$ cat config.mk
export PLATFORM = sky130hd
export DESIGN_NAME = osd_settings_top
export DESIGN_NICKNAME = d
export VERILOG_FILES = /design/src/verilog/osd_pkg.sv /design/src/verilog/osd_dip_if.sv /design/src/verilog/osd_settings_top.sv /design/src/verilog/osd_frame_apply.sv /design/src/verilog/osd_dip_decode.sv /design/src/verilog/osd_status_rx.sv
export SDC_FILE = /design/constraint.sdc
export NUM_CORES = 1
export LEC_CHECK = 0
export ABC_AREA = 0
export BUFFER_PORTS_ARGS = -buffer_cell sky130_fd_sc_hd__buf_2
export CORE_MARGIN = 2
export CORE_UTILIZATION = 40
export CTS_BUF_LIST = sky130_fd_sc_hd__clkbuf_2
export CTS_CLUSTER_SIZE = 10
export DETAILED_ROUTE_END_ITERATION = 8
export GPL_TIMING_DRIVEN = 0
export PLACE_DENSITY = 0.62
export REMOVE_ABC_BUFFERS = 1
export SETUP_SLACK_MARGIN = 0.02
export SYNTH_ARGS = -nofsm -noshare
export SYNTH_HDL_FRONTEND = slang
export SYNTH_HIERARCHICAL = 1
export SYNTH_SLANG_ARGS = --single-unit
$ cat constraint.sdc
create_clock -name clk -period 1.7 [get_ports clk]
set_input_delay 0.17 -clock clk [delete_from_list [all_inputs] [get_ports clk]]
set_output_delay 0.17 -clock clk [all_outputs]
set_load 0.02 [all_outputs]
$ cat src/verilog/osd_pkg.sv
package osd_pkg;

    // opcodes sent by the I/O controller with io_start high
    typedef enum logic [7:0] {
        CMD_NOP        = 8'h00,  // ignored
        CMD_STATUS_SET = 8'h1E   // four status bytes follow, lsb first
    } osd_cmd_e;

    // status receiver FSM
    typedef enum logic [1:0] {
        RX_IDLE = 2'd0,  // waiting for an opcode
        RX_LOAD = 2'd1,  // collecting status bytes
        RX_SKIP = 2'd2   // foreign opcode, drop data until next start
    } rx_state_e;

    localparam int STATUS_W = 32;  // menu status word

    // bit positions inside the status word
    localparam int BIT_FLIP    = 1;   // screen flip
    localparam int BIT_NOROT   = 2;   // 1 = keep original orientation
    localparam int BIT_SCAN_LO = 3;   // scanline fx, 3 bits; bit 3 low = mixing on
    localparam int BIT_FX_LO   = 6;   // fx volume, 2 bits
    localparam int BIT_PSG_OFF = 8;
    localparam int BIT_FM_OFF  = 9;
    localparam int BIT_TEST    = 10;  // test mode
    localparam int BIT_WIDE    = 11;  // 16:9 output
    localparam int BIT_PAUSE   = 12;  // menu pause

    // menu value 0 maps to the "high" volume setting
    localparam logic [1:0] FX_DEFAULT = 2'b10;

endpackage
$ cat src/verilog/osd_dip_if.sv
// video settings from the decoder, waiting for the next vblank
interface osd_dip_if;

    logic [7:0] hdmi_arx;     // aspect x
    logic [7:0] hdmi_ary;     // aspect y
    logic [1:0] rotate;       // {flip, tate}
    logic [2:0] scanlines;
    logic       en_mixing;    // screen filter
    logic [1:0] dip_fxlevel;

    // decoder side
    modport src (
        output hdmi_arx, hdmi_ary, rotate, scanlines, en_mixing, dip_fxlevel
    );

    // frame apply side
    modport dst (
        input hdmi_arx, hdmi_ary, rotate, scanlines, en_mixing, dip_fxlevel
    );

endinterface

$ cat src/verilog/osd_settings_top.sv
module osd_settings_top #(
    parameter logic [7:0] ARX          = 8'd4,
    parameter logic [7:0] ARY          = 8'd3,
    parameter bit         VERTICAL     = 1'b1,
    parameter bit         CHANNEL_CTRL = 1'b1
) (
    input  logic       clk,
    input  logic       rst_n,
    // I/O controller byte interface
    input  logic       io_start,
    input  logic       io_strobe,
    input  logic [7:0] io_byte,
    // from the game core
    input  logic       core_mod0,
    input  logic       game_pause,
    input  logic       vblank,
    // video, frame synchronous
    output logic [7:0] hdmi_arx,
    output logic [7:0] hdmi_ary,
    output logic [1:0] rotate,
    output logic [2:0] scanlines,
    output logic       en_mixing,
    output logic [1:0] dip_fxlevel,
    // immediate
    output logic       dip_pause,
    output logic       enable_fm,
    output logic       enable_psg,
    output logic       dip_test,
    output logic       dip_flip,
    output logic       osd_pause
);

    logic [osd_pkg::STATUS_W-1:0] status;  // assembled menu word

    osd_dip_if video_bus ();  // decoder to frame apply

    osd_status_rx u_rx (
        .clk       (clk),
        .rst_n     (rst_n),
        .io_start  (io_start),
        .io_strobe (io_strobe),
        .io_byte   (io_byte),
        .status    (status)
    );

    osd_dip_decode #(
        .ARX          (ARX),
        .ARY          (ARY),
        .VERTICAL     (VERTICAL),
        .CHANNEL_CTRL (CHANNEL_CTRL)
    ) u_decode (
        .clk        (clk),
        .rst_n      (rst_n),
        .status     (status),
        .core_mod0  (core_mod0),
        .game_pause (game_pause),
        .video      (video_bus.src),
        .dip_pause  (dip_pause),
        .enable_fm  (enable_fm),
        .enable_psg (enable_psg),
        .dip_test   (dip_test),
        .dip_flip   (dip_flip),
        .osd_pause  (osd_pause)
    );

    osd_frame_apply #(
        .ARX (ARX),
        .ARY (ARY)
    ) u_apply (
        .clk         (clk),
        .rst_n       (rst_n),
        .vblank      (vblank),
        .pend        (video_bus.dst),
        .hdmi_arx    (hdmi_arx),
        .hdmi_ary    (hdmi_ary),
        .rotate      (rotate),
        .scanlines   (scanlines),
        .en_mixing   (en_mixing),
        .dip_fxlevel (dip_fxlevel)
    );

endmodule

$ cat src/verilog/osd_frame_apply.sv
module osd_frame_apply #(
    parameter logic [7:0] ARX = 8'd4,  // reset aspect, same as decoder
    parameter logic [7:0] ARY = 8'd3
) (
    input  logic       clk,
    input  logic       rst_n,
    input  logic       vblank,
    osd_dip_if.dst     pend,          // pending settings from decoder
    output logic [7:0] hdmi_arx,
    output logic [7:0] hdmi_ary,
    output logic [1:0] rotate,
    output logic [2:0] scanlines,
    output logic       en_mixing,
    output logic [1:0] dip_fxlevel
);

    logic vblank_q;   // previous vblank
    logic vb_rise;    // start of vertical blank

    assign vb_rise = vblank & ~vblank_q;

    // starts high so a vblank held through reset is not taken as an edge
    always_ff @(posedge clk or negedge rst_n) begin
        if (!rst_n) begin
            vblank_q <= 1'b1;
        end else begin
            vblank_q <= vblank;
        end
    end

    // whole set moves at once, never mid frame
    always_ff @(posedge clk or negedge rst_n) begin
        if (!rst_n) begin
            hdmi_arx    <= ARX;
            hdmi_ary    <= ARY;
            rotate      <= 2'b00;
            scanlines   <= 3'd0;
            en_mixing   <= 1'b1;
            dip_fxlevel <= osd_pkg::FX_DEFAULT;
        end else if (vb_rise) begin
            hdmi_arx    <= pend.hdmi_arx;
            hdmi_ary    <= pend.hdmi_ary;
            rotate      <= pend.rotate;
            scanlines   <= pend.scanlines;
            en_mixing   <= pend.en_mixing;
            dip_fxlevel <= pend.dip_fxlevel;
        end
    end

endmodule

$ cat src/verilog/osd_dip_decode.sv
module osd_dip_decode #(
    parameter logic [7:0] ARX          = 8'd4,  // native aspect
    parameter logic [7:0] ARY          = 8'd3,
    parameter bit         VERTICAL     = 1'b1,  // core may run vertical games
    parameter bit         CHANNEL_CTRL = 1'b1   // menu controls fm/psg
) (
    input  logic                         clk,
    input  logic                         rst_n,
    input  logic [osd_pkg::STATUS_W-1:0] status,
    input  logic                         core_mod0,   // game is vertical
    input  logic                         game_pause,  // pause from the game itself
    osd_dip_if.src                       video,
    output logic                         dip_pause,   // active low
    output logic                         enable_fm,
    output logic                         enable_psg,
    output logic                         dip_test,    // active low
    output logic                         dip_flip,
    output logic                         osd_pause
);

    logic tate;   // screen shown rotated
    logic wide;
    logic flip;

    assign tate = VERTICAL && core_mod0 && !status[osd_pkg::BIT_NOROT];
    assign wide = status[osd_pkg::BIT_WIDE];
    assign flip = status[osd_pkg::BIT_FLIP];

    // video bundle, picked up later by the frame apply stage
    always_ff @(posedge clk or negedge rst_n) begin
        if (!rst_n) begin
            video.hdmi_arx    <= ARX;
            video.hdmi_ary    <= ARY;
            video.rotate      <= 2'b00;
            video.scanlines   <= 3'd0;
            video.en_mixing   <= 1'b1;
            video.dip_fxlevel <= osd_pkg::FX_DEFAULT;
        end else begin
            if (wide) begin
                video.hdmi_arx <= 8'd16;
                video.hdmi_ary <= 8'd9;
            end else if (tate) begin
                video.hdmi_arx <= ARY;  // swapped for vertical
                video.hdmi_ary <= ARX;
            end else begin
                video.hdmi_arx <= ARX;
                video.hdmi_ary <= ARY;
            end
            video.rotate      <= {flip, tate};
            video.scanlines   <= status[osd_pkg::BIT_SCAN_LO +: 3];
            video.en_mixing   <= ~status[osd_pkg::BIT_SCAN_LO];  // filter on when clear
            video.dip_fxlevel <= osd_pkg::FX_DEFAULT ^ status[osd_pkg::BIT_FX_LO +: 2];
        end
    end

    // immediate controls, no frame sync
    always_ff @(posedge clk or negedge rst_n) begin
        if (!rst_n) begin
            dip_pause  <= 1'b1;  // running
            enable_fm  <= 1'b1;
            enable_psg <= 1'b1;
            dip_test   <= 1'b1;
            dip_flip   <= 1'b0;
            osd_pause  <= 1'b0;
        end else begin
            // either source can pause, dip is active low
            dip_pause  <= ~(status[osd_pkg::BIT_PAUSE] | game_pause);
            enable_fm  <= ~status[osd_pkg::BIT_FM_OFF] | !CHANNEL_CTRL;
            enable_psg <= ~status[osd_pkg::BIT_PSG_OFF] | !CHANNEL_CTRL;
            dip_test   <= ~status[osd_pkg::BIT_TEST];
            dip_flip   <= flip;
            osd_pause  <= status[osd_pkg::BIT_PAUSE];
        end
    end

endmodule

$ cat src/verilog/osd_status_rx.sv
module osd_status_rx (
    input  logic                         clk,
    input  logic                         rst_n,
    input  logic                         io_start,   // opcode marker
    input  logic                         io_strobe,  // byte valid
    input  logic [7:0]                   io_byte,
    output logic [osd_pkg::STATUS_W-1:0] status      // last complete word
);

    osd_pkg::rx_state_e state;
    osd_pkg::osd_cmd_e  opcode;

    logic [1:0]                    byte_cnt;  // data bytes taken so far
    logic [osd_pkg::STATUS_W-9:0]  shadow;    // first three bytes
    logic                          opcode_byte;
    logic                          data_byte;
    logic                          load_byte;

    assign opcode      = osd_pkg::osd_cmd_e'(io_byte);
    assign opcode_byte = io_strobe & io_start;   // restarts any command
    assign data_byte   = io_strobe & ~io_start;
    assign load_byte   = data_byte && (state == osd_pkg::RX_LOAD);

    // control path
    always_ff @(posedge clk or negedge rst_n) begin
        if (!rst_n) begin
            state    <= osd_pkg::RX_IDLE;
            byte_cnt <= 2'd0;
            status   <= '0;
        end else if (opcode_byte) begin
            byte_cnt <= 2'd0;
            case (opcode)
                osd_pkg::CMD_STATUS_SET: state <= osd_pkg::RX_LOAD;
                default:                 state <= osd_pkg::RX_SKIP;  // NOP and unknown
            endcase
        end else if (load_byte) begin
            byte_cnt <= byte_cnt + 2'd1;
            if (byte_cnt == 2'd3) begin
                // fourth byte completes the word
                status <= {io_byte, shadow};
                state  <= osd_pkg::RX_IDLE;
            end
        end
    end

    // lsb first, so each new byte enters at the top
    always_ff @(posedge clk) begin
        if (load_byte) begin
            shadow <= {io_byte, shadow[osd_pkg::STATUS_W-9:8]};
        end
    end

    // a truncated command leaves status alone, shadow is simply refilled
    // on the next CMD_STATUS_SET since byte_cnt restarts at zero

endmodule

==> flow_summary_export.csv <==
group,metric,value,unit
die,initial_core_util,0.4158,
place,place_ws,-0.6666,ns
cts,clk-insertion-delay-late,0.51,ns
worst_setup_path,worstSetupStartpoint,"u_rx/state[1]$_DFFE_PN0P_",
global_route,gr-total-overflow,0,
cells_and_area,nets,239,
cells_and_area,finish.utilization,0.4888,
route,via_per_inst,4.388,
worst_setup_path,cp-start-kind,"flip-flop",
timing,fmax,636.8,MHz
die,die_h,91.06,µm
place,portBuffers,44,
global_route,grt_pass1_wl,7017,µm
route,post-route-drc-count,0,
pwr,p_leak,1.647,nW
place,place.gp.congestion,0.6309,
global_route,grtUsageTotal,0.1113,
pwr,internal_power,2.858,mW
worst_setup_path,crit_path_end,"u_rx/status[9]$_DFFE_PN0P_",
global_route,grt_max_degree,59,
timing,grt_setup_unrepaired,"false",
die,core_area,7292,µm²
die,die_w,91.06,µm
cts,cts_root_buf,"clkbuf_2",
cells_and_area,diodes,0,
route,final_antenna_net_count,0,
cells_and_area,syn2layout_area_growth,17.58,%
cells_and_area,final_layout_size_suffix_gt1_frac,0.4956,
worst_setup_path,arrival,1.98,ns
worst_setup_path,endpoint_kind,"flip-flop",
global_route,antenna_found_initial,0,
route,wl,4307,µm
flow_run,max_cap_violations,0,
timing,finalHoldViolCount,0,
pwr,peakVddDrop,0.0004533,V
synth,synth_area_per_cell,18.60,µm²
route,dr.pass1.iters,4,
route,avgRoutedWirePerCell,13.17,µm
worst_setup_path,r2r_setup_slack,0.13,ns
worst_setup_path,reg2reg_from,"u_rx/state[1]$_DFFE_PN0P_",
worst_setup_path,r2r-end,"u_rx/status[9]$_DFFE_PN0P_",
cts,clk_pin_slew_worst_paths,0.23,ns
worst_setup_path,crit_type,"flip-flop to flip-flop",
die,io_pins,45,
timing,worst_clock_skew,0.02257,ns
die,dieArea,8292,µm²
place,place_inst,294,
timing,tightest_slew,0.8598,ns
timing,slew_violations,0,
pwr,p_comb_frac,0.086,
worst_setup_path,rr_worst_depth,3,
global_route,first_global_vias,1471,
synth,syn_inst,163,
cells_and_area,final_cells,327,
die,num_rows,31,
route,via_count,1435,
worst_setup_path,cp_cell_sequence,"and4bb_4 -> nand2_4 -> mux2_1",
synth,netlist_area,3032,µm²
cts,cts_tree,"yes",
run_status,status,"completed",
worst_setup_path,cp.required,2.11,ns
pwr,seqPwrFrac,0.569,
timing,fin_crit_sh,0.9237,
timing,period_minus_slack,1.570,ns
worst_setup_path,crit_slowest_cell,"and4bb_4",
timing,relSlewSlack,0.4242,
pwr,p_clk_frac,0.345,
pwr,p_sw,837.8,µW
cts,cts_sinks,81,
pwr,p_sw_frac,0.2267,
synth,yosysWarnings,6,
cts,clockBufferDepth,2,
cts,cts-buffers-inserted,9,
worst_setup_path,cpPeakStageDelay,0.48,ns
worst_hold_path,hp-class,"primary input to async pin",
worst_setup_path,critPathMaxFanout,14,
place,dpl.hpwl,2380,µm
timing,layout_setup_ws,0.1298,ns
timing,setup_viol,0,
route,dr.first_iter.drc_count,50,
pwr,power_density,1037,nW/µm²
cts,h-tree-depth,3,
power groups by stage:
stage	Sequential [mW]	Clock [mW]	Combinational [mW]
floorplan	2.21	0	0.109
global placement	2.14	0	0.287
detailed placement	2.14	0	0.291
CTS	2.11	1.33	0.317
global route	2.11	1.40	0.341
finish	2.10	1.27	0.318
per-layer routing:
metal	track usage	vias up	part of all wire
met4	0.04545	0	0.019
met5	0	-	0
met2	0.1735	46	0.47
met3	0.04564	9	0.054
li1	-	667	-
met1	0.1376	713	0.46
what timing repair did:
action / 4_1_cts / 5_1_grt
buffers inserted: 0 / 0
resized for setup: 2 / 0
pin swaps: 1 / 0
endpoints found under the setup margin: 38 / 1
hold buffers: 15 / 0
endpoints found under the hold margin: 61 / 0
gates cloned: 1 / 1
flip-flops by register name, summed over array words and instances, names as in the netlist, 2 cells and up:
name and cells:
u_apply/hdmi_ary 8, u_decode/video.scanlines 3, u_rx/shadow 23, u_apply/hdmi_arx 8
u_rx/state 2, u_decode/video.hdmi_arx 3, u_rx/byte_cnt 2, u_apply/rotate 2
u_apply/scanlines 3, u_decode/video.dip_fxlevel 2, u_apply/dip_fxlevel 2, u_rx/status 12
through the flow:
stage | instance area [µm²] | total power, mW | hold WS (ns) | TNS, ns
final | 3565 | 3.695 | 0.2264 | 0
after global routing | 3565 | 3.853 | 0.2287 | 0
after CTS | 3553 | 3.755 | 0.2249 | 0
after detailed placement | 3223 | 2.432 | 0.2926 | -12.73
after global placement | 3223 | 2.425 | 0.2876 | -10.94
after floorplan | 2879 | 2.315 | -0.1256 | -3.596
worst max-delay path, delay by kind of cell (launching register included):
| family | cells | cell delay, ns |
|---|---|---|
| muxes | 1 | 0.35 |
| and+or+nand+nor | 2 | 0.69 |
| DFF | 1 | 0.44 |
worst min-delay path by stage:
| stage | start | to | slack, ns | cells after the start |
|---|---|---|---|---|
| final | rst_n | u_apply/hdmi_arx[7]$_DFFE_PN0P_ | 0.23 | 2 |
| after CTS | game_pause | u_decode/dip_pause$_DFF_PN1_ | 0.22 | 3 |
| after global routing | rst_n | u_apply/hdmi_arx[7]$_DFFE_PN0P_ | 0.23 | 2 |
| after floorplan | rst_n | u_apply/dip_fxlevel[0]$_DFFE_PN0P_ | -0.13 | 0 |
| after detailed placement | vblank | u_apply/vblank_q$_DFF_PN1_ | 0.29 | 1 |
| after global placement | vblank | u_apply/vblank_q$_DFF_PN1_ | 0.29 | 1 |
final cells by class:
cell class | instances | area [µm²]
inverter | 5 | 18.77
timing repair buffer | 59 | 372.9
clock buffer | 9 | 45.04
clock inverter | 7 | 118.9
fill | 646 | 3727
multi-input combinational | 67 | 725.7
sequential | 81 | 2160
tap | 99 | 123.9
cell usage in the layout, fill, tap and decap left out, types with 2 or more instances in the layout:
master         instances
edfxtp_1              23
mux2_1                 3
mux2_2                 4
nor2_1                 3
clkbuf_2               9
inv_1                  5
mux2_4                29
nand2_1                4
conb_1                 8
nor2b_4                2
buf_2                 43
dlygate4sd3_1         15
clkinvlp_4             2
dfstp_2               14
bufinv_16              3
dfrtp_1               44
Power figures use the tool's default switching activity.
